`src/logic/ahb_master_pkg.sv`:
```
// AHB-Lite master shared types: bus widths, AHB encodings, FSM states and command structs
package ahb_master_pkg;

    localparam int ADDR_WIDTH    = 32;
    localparam int DATA_WIDTH    = 32;
    localparam int WAIT_TIMEOUT  = 6;
    localparam int BOUNDARY_BITS = 10;

    typedef logic [ADDR_WIDTH-1:0] addr_t;
    typedef logic [DATA_WIDTH-1:0] data_t;
    typedef logic [4:0]            beats_t;
    typedef logic [2:0]            wait_t;

    typedef enum logic [2:0] {
        BURST_SINGLE = 3'd0,
        BURST_INCR   = 3'd1,
        BURST_WRAP4  = 3'd2,
        BURST_INCR4  = 3'd3,
        BURST_WRAP8  = 3'd4,
        BURST_INCR8  = 3'd5,
        BURST_WRAP16 = 3'd6,
        BURST_INCR16 = 3'd7
    } burst_e;

    typedef enum logic [1:0] {
        TRANS_IDLE   = 2'd0,
        TRANS_BUSY   = 2'd1,
        TRANS_NONSEQ = 2'd2,
        TRANS_SEQ    = 2'd3
    } trans_e;

    typedef enum logic [2:0] {
        SIZE_BYTE = 3'd0,
        SIZE_HALF = 3'd1,
        SIZE_WORD = 3'd2
    } size_e;

    typedef enum logic [1:0] {
        ST_IDLE      = 2'd0,
        ST_ADDR      = 2'd1,
        ST_WAIT_LAST = 2'd2,
        ST_ERROR     = 2'd3
    } state_e;

    typedef struct packed {
        addr_t  addr;
        burst_e burst;
        size_e  size;
        logic   write;
    } ahb_cmd_t;

    typedef struct packed {
        addr_t  haddr;
        trans_e htrans;
        burst_e hburst;
        size_e  hsize;
        logic   hwrite;
    } ahb_ctrl_t;

    typedef struct packed {
        data_t rdata;
        logic  error;
        logic  timeout;
    } ahb_rsp_t;

    // number of beats in a fixed-length burst, single transfers count as one
    function automatic beats_t burst_beats(burst_e burst);
        case (burst)
            BURST_WRAP4, BURST_INCR4:   return beats_t'(4);
            BURST_WRAP8, BURST_INCR8:   return beats_t'(8);
            BURST_WRAP16, BURST_INCR16: return beats_t'(16);
            default:                    return beats_t'(1);
        endcase
    endfunction

    function automatic logic burst_is_wrap(burst_e burst);
        return (burst == BURST_WRAP4) || (burst == BURST_WRAP8) || (burst == BURST_WRAP16);
    endfunction

endpackage
```
`src/logic/ahb_master_top.sv`:
```
`timescale 1ns/1ns
// AHB-Lite master top level joining command check, sequencing FSM, counters, address and data paths
module ahb_master_top import ahb_master_pkg::*; (
    input  logic      ahb_clk_in,
    input  logic      ahb_rstn_in,
    input  ahb_cmd_t  cmd,
    input  logic      cmd_valid,
    output logic      cmd_ready,
    input  data_t     wdata,
    output logic      beat_pop,
    output ahb_rsp_t  rsp,
    output logic      rsp_valid,
    output ahb_ctrl_t ctrl,
    output data_t     hwdata,
    input  data_t     hrdata,
    input  logic      hready,
    input  logic      hresp
);
    logic cmd_ok;
    logic load;
    logic advance;
    logic go_idle;
    logic addr_done;
    logic data_busy;
    logic last_beat;
    logic timed_out;
    logic phase_done;
    logic abort_err;
    logic abort_timeout;
    logic reject;

    ahb_req_check i_req_check (
        .cmd    (cmd),
        .cmd_ok (cmd_ok)
    );

    ahb_master_fsm i_fsm (
        .ahb_clk_in    (ahb_clk_in),
        .ahb_rstn_in   (ahb_rstn_in),
        .cmd_valid     (cmd_valid),
        .cmd_ok        (cmd_ok),
        .hready        (hready),
        .hresp         (hresp),
        .htrans        (ctrl.htrans),
        .last_beat     (last_beat),
        .timed_out     (timed_out),
        .cmd_ready     (cmd_ready),
        .beat_pop      (beat_pop),
        .load          (load),
        .advance       (advance),
        .go_idle       (go_idle),
        .addr_done     (addr_done),
        .data_busy     (data_busy),
        .phase_done    (phase_done),
        .abort_err     (abort_err),
        .abort_timeout (abort_timeout),
        .reject        (reject)
    );

    ahb_beat_counter i_beat_counter (
        .ahb_clk_in  (ahb_clk_in),
        .ahb_rstn_in (ahb_rstn_in),
        .load        (load),
        .burst       (cmd.burst),
        .addr_done   (addr_done),
        .data_busy   (data_busy),
        .hready      (hready),
        .last_beat   (last_beat),
        .timed_out   (timed_out)
    );

    ahb_addr_gen i_addr_gen (
        .ahb_clk_in  (ahb_clk_in),
        .ahb_rstn_in (ahb_rstn_in),
        .cmd         (cmd),
        .load        (load),
        .advance     (advance),
        .go_idle     (go_idle),
        .hready      (hready),
        .ctrl        (ctrl)
    );

    ahb_data_path i_data_path (
        .ahb_clk_in    (ahb_clk_in),
        .ahb_rstn_in   (ahb_rstn_in),
        .wdata         (wdata),
        .phase_done    (phase_done),
        .write         (ctrl.hwrite),
        .hrdata        (hrdata),
        .hready        (hready),
        .hresp         (hresp),
        .abort_err     (abort_err),
        .abort_timeout (abort_timeout),
        .reject        (reject),
        .hwdata        (hwdata),
        .rsp           (rsp),
        .rsp_valid     (rsp_valid)
    );

endmodule

```
`src/logic/ahb_data_path.sv`:
```
`timescale 1ns/1ns
// write data staging for the data phase, read data capture and client responses
module ahb_data_path import ahb_master_pkg::*; (
    input  logic     ahb_clk_in,
    input  logic     ahb_rstn_in,
    input  data_t    wdata,
    input  logic     phase_done,
    input  logic     write,
    input  data_t    hrdata,
    input  logic     hready,
    input  logic     hresp,
    input  logic     abort_err,
    input  logic     abort_timeout,
    input  logic     reject,
    output data_t    hwdata,
    output ahb_rsp_t rsp,
    output logic     rsp_valid
);
    logic pend;
    logic phase_end;

    // a data phase is pending from its address phase until HREADY is seen high
    assign phase_end = pend && hready;

    always_ff @(posedge ahb_clk_in or negedge ahb_rstn_in) begin
        if (!ahb_rstn_in) begin
            pend      <= 1'b0;
            rsp_valid <= 1'b0;
            hwdata    <= '0;
        end else begin
            rsp_valid <= phase_end || abort_timeout || reject;
            if (abort_timeout) begin
                pend <= 1'b0;
            end else if (hready) begin
                pend <= phase_done;
            end
            if (phase_done && write) begin
                hwdata <= wdata;
            end else if (abort_err || abort_timeout) begin
                hwdata <= '0;
            end
        end
    end

    always_ff @(posedge ahb_clk_in) begin
        if (phase_end) begin
            rsp <= '{rdata: hrdata, error: hresp, timeout: 1'b0};
        end else if (abort_timeout) begin
            rsp <= '{rdata: '0, error: 1'b1, timeout: 1'b1};
        end else if (reject) begin
            rsp <= '{rdata: '0, error: 1'b1, timeout: 1'b0};
        end
    end

endmodule

```
`src/logic/ahb_addr_gen.sv`:
```
`timescale 1ns/1ns
// address-phase control register with incrementing and wrapping beat address generation
module ahb_addr_gen import ahb_master_pkg::*; (
    input  logic      ahb_clk_in,
    input  logic      ahb_rstn_in,
    input  ahb_cmd_t  cmd,
    input  logic      load,
    input  logic      advance,
    input  logic      go_idle,
    input  logic      hready,
    output ahb_ctrl_t ctrl
);
    addr_t size_bytes;
    addr_t incr_addr;
    addr_t wrap_mask;
    addr_t wrap_addr;
    addr_t next_addr;

    assign size_bytes = addr_t'(1) << ctrl.hsize;
    assign incr_addr  = ctrl.haddr + size_bytes;

    // the wrap block is beats times size bytes, aligned to its own size
    assign wrap_mask = (addr_t'(burst_beats(ctrl.hburst)) << ctrl.hsize) - 1'b1;
    assign wrap_addr = (ctrl.haddr & ~wrap_mask) | (incr_addr & wrap_mask);
    assign next_addr = burst_is_wrap(ctrl.hburst) ? wrap_addr : incr_addr;

    always_ff @(posedge ahb_clk_in or negedge ahb_rstn_in) begin
        if (!ahb_rstn_in) begin
            ctrl <= '0;
        end else if (load) begin
            ctrl <= '{
                haddr:  cmd.addr,
                htrans: TRANS_NONSEQ,
                hburst: cmd.burst,
                hsize:  cmd.size,
                hwrite: cmd.write
            };
        end else if (go_idle) begin
            ctrl.htrans <= TRANS_IDLE;
        end else if (advance && hready) begin
            // while the slave holds HREADY low the address phase stays on the bus
            ctrl.haddr  <= next_addr;
            ctrl.htrans <= TRANS_SEQ;
        end
    end

endmodule

```
`src/logic/ahb_beat_counter.sv`:
```
`timescale 1ns/1ns
// remaining-beat counter and HREADY wait timeout for the current burst
module ahb_beat_counter import ahb_master_pkg::*; (
    input  logic   ahb_clk_in,
    input  logic   ahb_rstn_in,
    input  logic   load,
    input  burst_e burst,
    input  logic   addr_done,
    input  logic   data_busy,
    input  logic   hready,
    output logic   last_beat,
    output logic   timed_out
);
    beats_t remain;
    wait_t  wait_cnt;

    // remain includes the beat whose address phase is on the bus
    assign last_beat = (remain == beats_t'(1));

    // raised in the cycle that would be the WAIT_TIMEOUT-th low HREADY of one data phase
    assign timed_out = data_busy && !hready && (wait_cnt == wait_t'(WAIT_TIMEOUT - 1));

    always_ff @(posedge ahb_clk_in or negedge ahb_rstn_in) begin
        if (!ahb_rstn_in) begin
            remain <= '0;
        end else if (load) begin
            remain <= burst_beats(burst);
        end else if (addr_done && (remain != '0)) begin
            remain <= remain - 1'b1;
        end
    end

    always_ff @(posedge ahb_clk_in or negedge ahb_rstn_in) begin
        if (!ahb_rstn_in) begin
            wait_cnt <= '0;
        end else if (!data_busy || hready) begin
            wait_cnt <= '0;
        end else begin
            wait_cnt <= wait_cnt + 1'b1;
        end
    end

endmodule

```
`src/logic/ahb_master_fsm.sv`:
```
`timescale 1ns/1ns
// transfer sequencing FSM that accepts commands, issues beats and decides aborts
module ahb_master_fsm import ahb_master_pkg::*; (
    input  logic   ahb_clk_in,
    input  logic   ahb_rstn_in,
    input  logic   cmd_valid,
    input  logic   cmd_ok,
    input  logic   hready,
    input  logic   hresp,
    input  trans_e htrans,
    input  logic   last_beat,
    input  logic   timed_out,
    output logic   cmd_ready,
    output logic   beat_pop,
    output logic   load,
    output logic   advance,
    output logic   go_idle,
    output logic   addr_done,
    output logic   data_busy,
    output logic   phase_done,
    output logic   abort_err,
    output logic   abort_timeout,
    output logic   reject
);
    state_e state;
    state_e state_next;
    logic   addr_ok;
    logic   phase_ok;

    assign addr_ok = ((htrans == TRANS_NONSEQ) || (htrans == TRANS_SEQ)) && hready;

    // an error ends the outstanding data phase and cancels the beat issued alongside it
    assign abort_err     = data_busy && hready && hresp;
    assign abort_timeout = timed_out && (state != ST_IDLE);
    assign phase_ok      = addr_ok && !abort_err;

    assign beat_pop   = phase_ok;
    assign addr_done  = phase_ok;
    assign phase_done = phase_ok;

    assign cmd_ready = (state == ST_IDLE);
    assign load      = cmd_ready && cmd_valid && cmd_ok;
    assign reject    = cmd_ready && cmd_valid && !cmd_ok;
    assign advance   = (state == ST_ADDR) && !last_beat && !abort_err;
    assign go_idle   = abort_err || abort_timeout || ((state == ST_ADDR) && phase_ok && last_beat);

    always_comb begin
        state_next = state;
        case (state)
            ST_IDLE: begin
                if (cmd_valid) begin
                    state_next = cmd_ok ? ST_ADDR : ST_ERROR;
                end
            end
            ST_ADDR: begin
                if (abort_err || abort_timeout) begin
                    state_next = ST_IDLE;
                end else if (phase_ok && last_beat) begin
                    state_next = ST_WAIT_LAST;
                end
            end
            ST_WAIT_LAST: begin
                // the last data phase ends on hready, with or without an error
                if (abort_timeout || (data_busy && hready)) begin
                    state_next = ST_IDLE;
                end
            end
            ST_ERROR: begin
                state_next = ST_IDLE;
            end
            default: begin
                state_next = ST_IDLE;
            end
        endcase
    end

    always_ff @(posedge ahb_clk_in or negedge ahb_rstn_in) begin
        if (!ahb_rstn_in) begin
            state     <= ST_IDLE;
            data_busy <= 1'b0;
        end else begin
            state <= state_next;
            if (abort_err || abort_timeout) begin
                data_busy <= 1'b0;
            end else if (hready) begin
                data_busy <= phase_ok;
            end
        end
    end

endmodule

```
`src/logic/ahb_req_check.sv`:
```
`timescale 1ns/1ns
// client command check for supported burst, transfer size, alignment and 1 KB boundary
module ahb_req_check import ahb_master_pkg::*; (
    input  ahb_cmd_t cmd,
    output logic     cmd_ok
);
    addr_t size_bytes;
    addr_t last_addr;
    logic  burst_ok;
    logic  size_ok;
    logic  align_ok;
    logic  bound_ok;

    assign size_bytes = addr_t'(1) << cmd.size;
    assign last_addr  = cmd.addr + ((addr_t'(burst_beats(cmd.burst)) - 1'b1) << cmd.size);

    // undefined-length INCR is not supported by this master
    assign burst_ok = (cmd.burst != BURST_INCR);
    assign size_ok  = ((8 << cmd.size) <= DATA_WIDTH);
    assign align_ok = ((cmd.addr & (size_bytes - 1'b1)) == '0);

    // a wrapping burst stays inside its own aligned block, so only incrementing ones can cross
    assign bound_ok = burst_is_wrap(cmd.burst) ||
                      (last_addr[ADDR_WIDTH-1:BOUNDARY_BITS] ==
                       cmd.addr[ADDR_WIDTH-1:BOUNDARY_BITS]);

    assign cmd_ok = burst_ok && size_ok && align_ok && bound_ok;

endmodule

```
`config.mk`:
```
export PLATFORM = sky130hd
export DESIGN_NAME = ahb_master_top
export DESIGN_NICKNAME = d
export VERILOG_FILES = /design/src/logic/ahb_master_pkg.sv /design/src/logic/ahb_master_top.sv /design/src/logic/ahb_data_path.sv /design/src/logic/ahb_addr_gen.sv /design/src/logic/ahb_beat_counter.sv /design/src/logic/ahb_master_fsm.sv /design/src/logic/ahb_req_check.sv
export SDC_FILE = /design/constraint.sdc
export NUM_CORES = 1
export LEC_CHECK = 0
export ABC_CLOCK_PERIOD_IN_PS = 9000
export BUFFER_PORTS_ARGS = -buffer_cell sky130_fd_sc_hd__buf_2
export CAP_MARGIN = 20
export CORE_ASPECT_RATIO = 0.5
export CORE_MARGIN = 5
export CORE_UTILIZATION = 25
export DETAILED_ROUTE_END_ITERATION = 7
export PLACE_DENSITY = 0.48
export SLEW_MARGIN = 5
export SYNTH_ARGS = -nofsm -noshare
export SYNTH_HDL_FRONTEND = slang
export SYNTH_SLANG_ARGS = --single-unit
export TNS_END_PERCENT = 30
```
`constraint.sdc`:
```
create_clock -name ahb_clk_in -period 9 [get_ports ahb_clk_in]
set_input_delay 1.35 -clock ahb_clk_in [delete_from_list [all_inputs] [get_ports ahb_clk_in]]
set_output_delay 1.35 -clock ahb_clk_in [all_outputs]
set_load 0.1 [all_outputs]
```
==> out/results.ini, run 1 <==
[sta]
period_share_pct = 63.6
rsz0062_at_grt = no
min_period_ns = 5.72
finalHoldViolations = 0
clock_skew_ns = 0.0144
max_freq_ghz = 0.175
max_slew_margin_pct = 40.3
slew_violations = 0
max_slew.worst_pin.slew_ns = 0.895
setup_viol = 0
setup-tns-final_ns = 0

[clocking]
clkTransAtPathRegs_ns = 0.06
cts_hold_buf = 0
root_buffer = clkbuf_16
cts_tree = built
cts_htree_levels = 4
cts_resized = 0
cts_buffers = 17
clock-sinks = 120
cts.path.max_buffers = 2
post_cts_buffers = 0
clock_latency_ns = 0.42

[setup_path]
critPathKind = primary input to flop
cp_data_arrival_time_ns = 6.02
path_cells = buf_2 -> nor2_1 -> inv_1 -> nor2_1 -> nor3_1 -> ha_1 -> and4_1 -> o211ai_1 -> a2bb2oi_1 -> a21oi_1 -> nor2_1 -> nor3_1 -> and4bb_1 -> and4_1 -> a31oi_4 -> buf_4 -> mux2_2
critical_path_buf_inv_count = 3
max_stage_delay_ns = 0.67
crit_family = simple AND/OR/NAND/NOR gates
critPathSlowestCell = a31oi_4
worst-path-max-fanout = 27
cp-start-kind = primary input
cp_common_cell = nor2_1
critPathCaptureType = flop
required_ns = 9.30

[synth]
synthArstFlopShare_pct = 71.7
yosys_warnings = 0
synth_area_um2 = 8820
synth_top_area_share_pct = 24.4
synthTopCellsByArea = dfrtp_1 (24%), edfxtp_1 (11%), ha_1 (6.5%), mux2_4 (4.4%), a21oi_1 (3.7%)
yosysSeqAreaShare_pct = 35.9
synth_edf_count = 33
ys.flop_type = dfrtp_1
ys_types = 75
syn_inst = 961
ys_ff_latch = 120
synth_area_per_cell_um2 = 9.18
yosys.area.top_type = dfrtp_1

[routing]
wl_per_cell_um = 18.6
drt_first_pass_iters = 5
vias = 8297
postRouteAntennaNets = 0
via_per_inst = 5.00
drt_iter0_markers = 543
wl_um = 30800
drc = 0

[die]
die_x_um = 276
die_h_um = 143
ios = 218
coreArea_um2 = 34700
initial_utilization_pct = 25.4
fp.dieArea_um2 = 39400
num_rows = 48

[placement]
hpwlAfterDp_um = 24200
io_buffers = 217
dpl_cell_area_um2 = 10400
gp_congestion = 0.907

[hold_path]
hp-class = flop to flop

[power]
seq_power_share_pct = 26.5
power.switching_mw = 1.53
comb_power_share_pct = 48.7
leakage_nw = 5.24
power_mw = 3.01
p_int_mw = 1.48
swShare_pct = 50.8
pwr-share-clk_pct = 24.8
power.density_nw_per_um2 = 272
ir_drop_v = 0.000121

[cells_and_area]
layout_commonest_cell = buf_2
fin_area_um2 = 11100
antenna_cells = 0
final_nets = 1327
drive_gt1_share_pct = 25.7
synthToLayoutAreaGrowth_pct = 25.6
layout_common_cells = buf_2 (216), dfrtp_1 (86), nand2_1 (78), nor2_1 (72), a21oi_1 (66)

[global_routing]
grt_pass1_wl_um = 47500
grt_usage_pct = 15.2
antenna_found_initial = 0
grt_max_degree = 45
grt_pass1_vias = 8416
grt_overflow = 0

[run]
maxCapViolCount = 0

[run_status]
status = finished clean

==> per-layer routing <==
layer  wire length (µm)  vias up  part of all wire (%)  global-route usage (%)
met5                  0        -                     0                       0
met4                782        0                   2.5                    5.01
met3                999       52                   3.2                    1.80
met2              16000      192                    52                    27.9
met1              13000     4047                    42                    18.6
li1                   -     4006                     -                       -
==> logic make-up after synthesis <==
logic type               Yosys count  synth area share, %
multiplexers                      48                 7.02
XOR/XNOR                          59                 5.86
adder cells (fa/ha/maj)           47                 6.75
flip-flops                       120                 35.9
AND/OR/NAND/NOR                  336                 19.4
buffers and inverters             80                 3.86
AO/OA/AOI/OAI                    270                 21.2
other                              1               0.0425
==> cells in the mapped netlist (20+ instances only) <==
| cell type | count |
|---|---|
| a22o_1 | 34 |
| dfrtp_1 | 86 |
| nor3_1 | 31 |
| and3_1 | 45 |
| mux2_4 | 26 |
| nand3_1 | 20 |
| xnor2_1 | 37 |
| xor2_1 | 22 |
| inv_1 | 29 |
| nor2_1 | 73 |
| ha_1 | 46 |
| nand2_1 | 78 |
| clkbuf_1 | 38 |
| edfxtp_1 | 33 |
| a21oi_1 | 66 |
| o21ai_0 | 51 |
==> worst reg2reg max path, delay by kind of cell (launching register included) <==
kind | cells | cell delay [ns]
DFF | 1 | 0.63
adders and majority gates | 2 | 0.69
muxes | 1 | 0.25
and+or+nand+nor | 4 | 1.43
buffers and inverters | 1 | 0.07
AOI/OAI and AO/OA | 4 | 0.85
xor gates and xnor gates | 1 | 0.16
==> power by group through the flow <==
stage / sequential (mW) / clock (mW) / combinational (mW)
detailed placement: 0.809 / 0 / 1.46
CTS: 0.801 / 0.771 / 1.47
finish: 0.798 / 0.748 / 1.47
floorplan: 1.52 / 0 / 0.456
global route: 0.816 / 0.799 / 1.54
global placement: 0.805 / 0 / 1.45
==> layout make-up <==
| cell class | count | area [µm²] |
|---|---|---|
| Multi-Input combinational cell | 780 | 5390 |
| Inverter | 29 | 109 |
| Clock inverter | 15 | 214 |
| Fill cell | 3661 | 23600 |
| Clock buffer | 17 | 425 |
| Tap cell | 475 | 594 |
| Sequential cell | 120 | 3160 |
| Timing Repair Buffer | 224 | 1180 |
==> per-stage QoR <==
step | hold WS (ns) | cells | utilization (%) | worst slack, ns
3_3_place_gp | 0.449 | 1626 | 30.0 | 2.91
6_report | 0.486 | 1660 | 32.0 | 3.28
4_1_cts | 0.486 | 1660 | 32.0 | 3.28
3_5_place_dp | 0.475 | 1628 | 30.1 | 2.84
2_1_floorplan | 0.439 | 980 | - | 3.18
5_1_grt | 0.498 | 1660 | 32.0 | 2.93
==> final timing paths <==
path	startpoint	end	slack [ns]	cells after the start
max in group asynchronous	ahb_rstn_in	async pin	7.10	2
max reg2reg	i_addr_gen.ctrl[2]$_DFFE_PN0P_	flop	4.81	13
max	cmd[2]	i_addr_gen.ctrl[0]$_DFFE_PN0P_	3.28	17
min in group asynchronous	ahb_rstn_in	i_data_path.hwdata[0]$_DFFE_PN0P_	0.92	1
min reg2reg	i_beat_counter.wait_cnt[0]$_DFF_PN0_	i_beat_counter.wait_cnt[0]$_DFF_PN0_	0.49	1
min	i_beat_counter.wait_cnt[0]$_DFF_PN0_	i_beat_counter.wait_cnt[0]$_DFF_PN0_	0.49	1
Note: power is estimated with default switching activity, not from simulation.
==> run 2: changes to the inputs <==
--- a/config.mk
+++ b/config.mk
@@ -5,7 +5,7 @@
 export SDC_FILE = /design/constraint.sdc
 export NUM_CORES = 1
 export LEC_CHECK = 0
-export ABC_CLOCK_PERIOD_IN_PS = 9000
+export ABC_CLOCK_PERIOD_IN_PS = 6000
 export BUFFER_PORTS_ARGS = -buffer_cell sky130_fd_sc_hd__buf_2
 export CAP_MARGIN = 20
 export CORE_ASPECT_RATIO = 0.5
==> constraint.sdc (replaced) <==
create_clock -name ahb_clk_in -period 6 [get_ports ahb_clk_in]
set_input_delay 0.9 -clock ahb_clk_in [delete_from_list [all_inputs] [get_ports ahb_clk_in]]
set_output_delay 0.9 -clock ahb_clk_in [all_outputs]
set_load 0.1 [all_outputs]
==> out/results.ini, run 2 (same netlist as run 1, synthesis figures left out) <==
[cells_and_area]
antenna_cells = 0
fin_util_pct = 31.9
layout_commonest_cell = buf_2
synthToLayoutAreaGrowth_pct = 25.5
drive_gt1_share_pct = 26.0
fillers = 3653
layout_common_cells = buf_2 (216), dfrtp_1 (86), nand2_1 (78), nor2_1 (72), a21oi_1 (66)
fin_area_um2 = 11100
final_nets = 1332

[routing]
drt_iter0_markers = 562
drc = 0
wl_um = 30600
via_per_inst = 5.03
vias = 8370
postRouteAntennaNets = 0
drt_first_pass_iters = 5
wl_per_cell_um = 18.4

[setup_path]
critPathCaptureType = flop
worst-path-max-fanout = 22
critPathKind = primary input to flop
cp-start-kind = primary input
cp_data_arrival_time_ns = 5.43
required_ns = 6.30

[power]
power.density_nw_per_um2 = 401
ir_drop_v = 0.000205
leakage_nw = 5.25

[run_status]
status = finished clean

[global_routing]
antenna_found_initial = 0
grt_max_degree = 87
grt_pass1_wl_um = 46900
grt_overflow = 0
grt_usage_pct = 14.9
grt_pass1_vias = 8339

[sta]
max_slew.worst_pin.slew_ns = 0.872
rsz0062_at_grt = no
setup_viol = 0
period_share_pct = 85.4
finalHoldViolations = 0
clock_skew_ns = 0.0128
max_slew_margin_pct = 41.9
max_freq_ghz = 0.195
setup-tns-final_ns = 0
slew_violations = 0
min_period_ns = 5.13

[clocking]
cts.path.max_buffers = 2
cts_tree = built
clkTransAtPathRegs_ns = 0.07
cts_hold_buf = 0
root_buffer = clkbuf_16
cts_buffers = 17
post_cts_buffers = 0
cts_htree_levels = 4
cts_resized = 0
clock-sinks = 120
clock_latency_ns = 0.42

[die]
initial_utilization_pct = 25.4
die_h_um = 143
coreArea_um2 = 34700
fp.dieArea_um2 = 39400
ios = 218
die_x_um = 276
num_rows = 48

[hold_path]
hp-class = primary input to async pin

[placement]
dpl_cell_area_um2 = 10500
io_buffers = 217
hpwlAfterDp_um = 24000
gp_congestion = 0.934

[run]
maxCapViolCount = 0

run 2: path summary, 6_finish.rpt:
| check | from | end | slack (ns) | depth (start not counted) |
|---|---|---|---|---|
| setup / recovery | cmd[2] | flop | 0.87 | 17 |
| hold / removal | ahb_rstn_in | i_data_path.hwdata[29]$_DFFE_PN0P_ | 0.35 | 1 |
| setup reg to reg | i_addr_gen.ctrl[2]$_DFFE_PN0P_ | flop | 1.95 | 14 |
| hold reg to reg | i_beat_counter.wait_cnt[0]$_DFF_PN0_ | i_beat_counter.wait_cnt[0]$_DFF_PN0_ | 0.47 | 1 |
| max in group asynchronous | ahb_rstn_in | i_beat_counter.remain[1]$_DFFE_PN0P_ | 5.02 | 2 |
| min in group ahb_clk_in | i_beat_counter.wait_cnt[0]$_DFF_PN0_ | i_beat_counter.wait_cnt[0]$_DFF_PN0_ | 0.47 | 1 |
run 2: metrics by stage:
| stage | hold slack [ns] | total power [mW] | instances | setup slack (ns) |
|---|---|---|---|---|
| floorplan | 0.439 | 2.96 | 980 | 0.632 |
| global placement | 0.449 | 3.38 | 1630 | 0.626 |
| detailed placement | 0.462 | 3.41 | 1632 | 0.526 |
| CTS | 0.473 | 4.46 | 1664 | 0.969 |
| global route | 0.350 | 4.64 | 1665 | 0.634 |
| finish | 0.350 | 4.44 | 1665 | 0.875 |
run 2: power breakdown:
group / internal, mW / leakage (nW) / switching [mW]
sequential: 1.05 / 1.50 / 0.147
combinational: 0.468 / 3.46 / 1.74
clock: 0.620 / 0.294 / 0.415
run 2: cell type report:
type	instances	area, µm²	area share [%]
Inverter	29	109	0.984
Clock buffer	17	425	3.84
Tap cell	475	594	5.37
Multi-Input combinational cell	780	5390	48.7
Clock inverter	15	161	1.46
Timing Repair Buffer	229	1230	11.1
Sequential cell	120	3160	28.6
run 2: per-layer routing:
metal	part of all wire, %	track usage (%)	vias up
met5	0	0	-
met2	51	27.3	206
met4	2.0	4.01	0
met3	3.5	1.93	39
met1	43	18.5	4106
li1	-	-	4019
run 2: worst max-delay path, stage by stage:
cell and delay, ns:
buf_2 0.22, nor2_1 0.33, inv_1 0.10, nor2_1 0.13, nor3_1 0.06, ha_1 0.46, and4_1 0.29, o2111ai_1 0.14
o21ba_2 0.24, nor3_1 0.17, mux2_1 0.34, or4_1 0.56, nor3_1 0.21, and4_1 0.30, a31oi_4 0.30, buf_4 0.34
mux2_4 0.31
==> run 3: changes to the inputs <==
--- a/config.mk
+++ b/config.mk
@@ -7,12 +7,11 @@
 export LEC_CHECK = 0
 export ABC_CLOCK_PERIOD_IN_PS = 6000
 export BUFFER_PORTS_ARGS = -buffer_cell sky130_fd_sc_hd__buf_2
-export CAP_MARGIN = 20
 export CORE_ASPECT_RATIO = 0.5
 export CORE_MARGIN = 5
-export CORE_UTILIZATION = 25
+export CORE_UTILIZATION = 45
 export DETAILED_ROUTE_END_ITERATION = 7
-export PLACE_DENSITY = 0.48
+export PLACE_DENSITY = 0.73
 export SLEW_MARGIN = 5
 export SYNTH_ARGS = -nofsm -noshare
 export SYNTH_HDL_FRONTEND = slang
==> out/results.ini, run 3 (same netlist as run 1, synthesis figures left out) <==
[run_status]
status = finished clean

[routing]
drt_iter0_markers = 634
vias = 8458
drc = 0
wl_um = 27500
wl_per_cell_um = 19.0
postRouteAntennaNets = 0
drt_first_pass_iters = 5
via_per_inst = 5.83

[cells_and_area]
fillers = 1757
synthToLayoutAreaGrowth_pct = 21.7
ff_latch_area_um2 = 3160
layout_common_cells = buf_2 (216), dfrtp_1 (86), nand2_1 (78), nor2_1 (72), a21oi_1 (66)
drive_gt1_share_pct = 25.7
layout_commonest_cell = buf_2
multi_input_area_um2 = 5390
antenna_cells = 0
final_nets = 1327

[die]
fp.dieArea_um2 = 22700
coreArea_um2 = 19400
die_h_um = 109
initial_utilization_pct = 45.5
die_x_um = 208
ios = 218
num_rows = 36

[setup_path]
crit_family = simple AND/OR/NAND/NOR gates
critical_path_buf_inv_count = 3
worst-path-max-fanout = 33
cp_data_arrival_time_ns = 5.20
cp-start-kind = primary input
critPathSlowestCell = or4_1
max_stage_delay_ns = 0.56
required_ns = 6.13
critPathCaptureType = flop
path_cells = buf_2 -> nor2_1 -> inv_1 -> nor2_1 -> nor3_1 -> ha_1 -> and4_1 -> o2111ai_1 -> o21ba_2 -> nor3_1 -> mux2_1 -> or4_1 -> nor4b_1 -> nand4_1 -> a211o_1 -> buf_4
rrSetupSlack_ns = 1.98
critPathKind = primary input to flop

[sta]
min_period_ns = 5.07
period_share_pct = 84.5
max_freq_ghz = 0.197
max_slew.worst_pin.slew_ns = 1.24
rsz0062_at_grt = no
setup_viol = 0
finalHoldViolations = 0
max_slew_margin_pct = 17.0
clock_skew_ns = 0.00658
setup-tns-final_ns = 0
whs_ns = 0.293
slew_violations = 0

[global_routing]
grt_usage_pct = 23.5
grt_pass1_wl_um = 43200
grt_max_degree = 80
antenna_found_initial = 0
grt_pass1_vias = 8144
grt_overflow = 0

[power]
ir_drop_v = 0.000251
leakage_nw = 5.20
power.density_nw_per_um2 = 405

[clocking]
cts_hold_buf = 0
cts_htree_levels = 4
clock_latency_ns = 0.41
root_buffer = clkbuf_16
clkTransAtPathRegs_ns = 0.06
cts_tree = built
post_cts_buffers = 0
cts_resized = 0
clock-sinks = 120
cts_buffers = 17
cts.path.max_buffers = 2

[placement]
hpwlAfterDp_um = 21500
gp_congestion = 0.962
io_buffers = 217

[run]
maxCapViolCount = 0

[hold_path]
hp-class = primary input to async pin

==> run 3: metrics by stage <==
step / utilization (%) / setup slack [ns] / instances / area (µm²) / power [mW]
floorplan: - / 0.632 / 980 / 8890 / 2.96
global placement: 52.4 / 0.671 / 1419 / 10100 / 3.34
detailed placement: 52.4 / 0.573 / 1419 / 10100 / 3.37
CTS: 55.4 / 0.989 / 1451 / 10700 / 4.35
global route: 55.4 / 0.690 / 1451 / 10700 / 4.54
finish: 55.4 / 0.931 / 1451 / 10700 / 4.34
==> run 3: final timing paths <==
check                                               start                                  to  depth (start not counted)
hold reg to reg                i_fsm.state[1]$_DFFE_PN0P_          i_fsm.state[0]$_DFFE_PN0P_                          1
setup reg to reg           i_addr_gen.ctrl[2]$_DFFE_PN0P_                                flop                         13
setup / recovery                                   cmd[2]   i_data_path.rsp[10]$_SDFFCE_PN0P_                         16
min in group ahb_clk_in        i_fsm.state[1]$_DFFE_PN0P_          i_fsm.state[0]$_DFFE_PN0P_                          1
hold / removal                                ahb_rstn_in                           async pin                          1
max in group asynchronous                     ahb_rstn_in  i_data_path.hwdata[23]$_DFFE_PN0P_                          2
==> run 3: area by class of cell <==
cell class / instances / area share, %
clock buffer: 19 / 4.33
timing repair buffer: 224 / 10.8
tap: 266 / 3.10
multi-input combinational: 780 / 50.2
inverter: 29 / 1.01
sequential: 120 / 29.5
clock inverter: 13 / 1.10
==> run 3: per-layer routing <==
| metal | global-route usage (%) | vias up | wire (µm) |
|---|---|---|---|
| met3 | 4.05 | 38 | 1590 |
| met2 | 39.1 | 298 | 12900 |
| met4 | 6.74 | 0 | 487 |
| li1 | - | 4018 | - |
| met5 | 0 | - | 0 |
| met1 | 32.2 | 4104 | 12500 |
==> run 3: worst register-to-register path, stage by stage, from the launching register on <==
cell and delay, ns:
dfrtp_1 0.62, nor3_1 0.46, ha_1 0.25, inv_1 0.06, fa_1 0.40, nor2b_1 0.13, o21ai_0 0.10, a21boi_0 0.28
o21ai_0 0.17, a21oi_1 0.30, nor3b_1 0.52, nand3_1 0.17, xnor2_1 0.18, mux2_4 0.27
==> run 3: power breakdown <==
part | internal (mW) | leakage [nW] | switching, mW | total, mW
Clock | 0.606 | 0.285 | 0.367 | 0.973
Sequential | 1.05 | 1.50 | 0.139 | 1.19
Combinational | 0.460 | 3.42 | 1.72 | 2.18
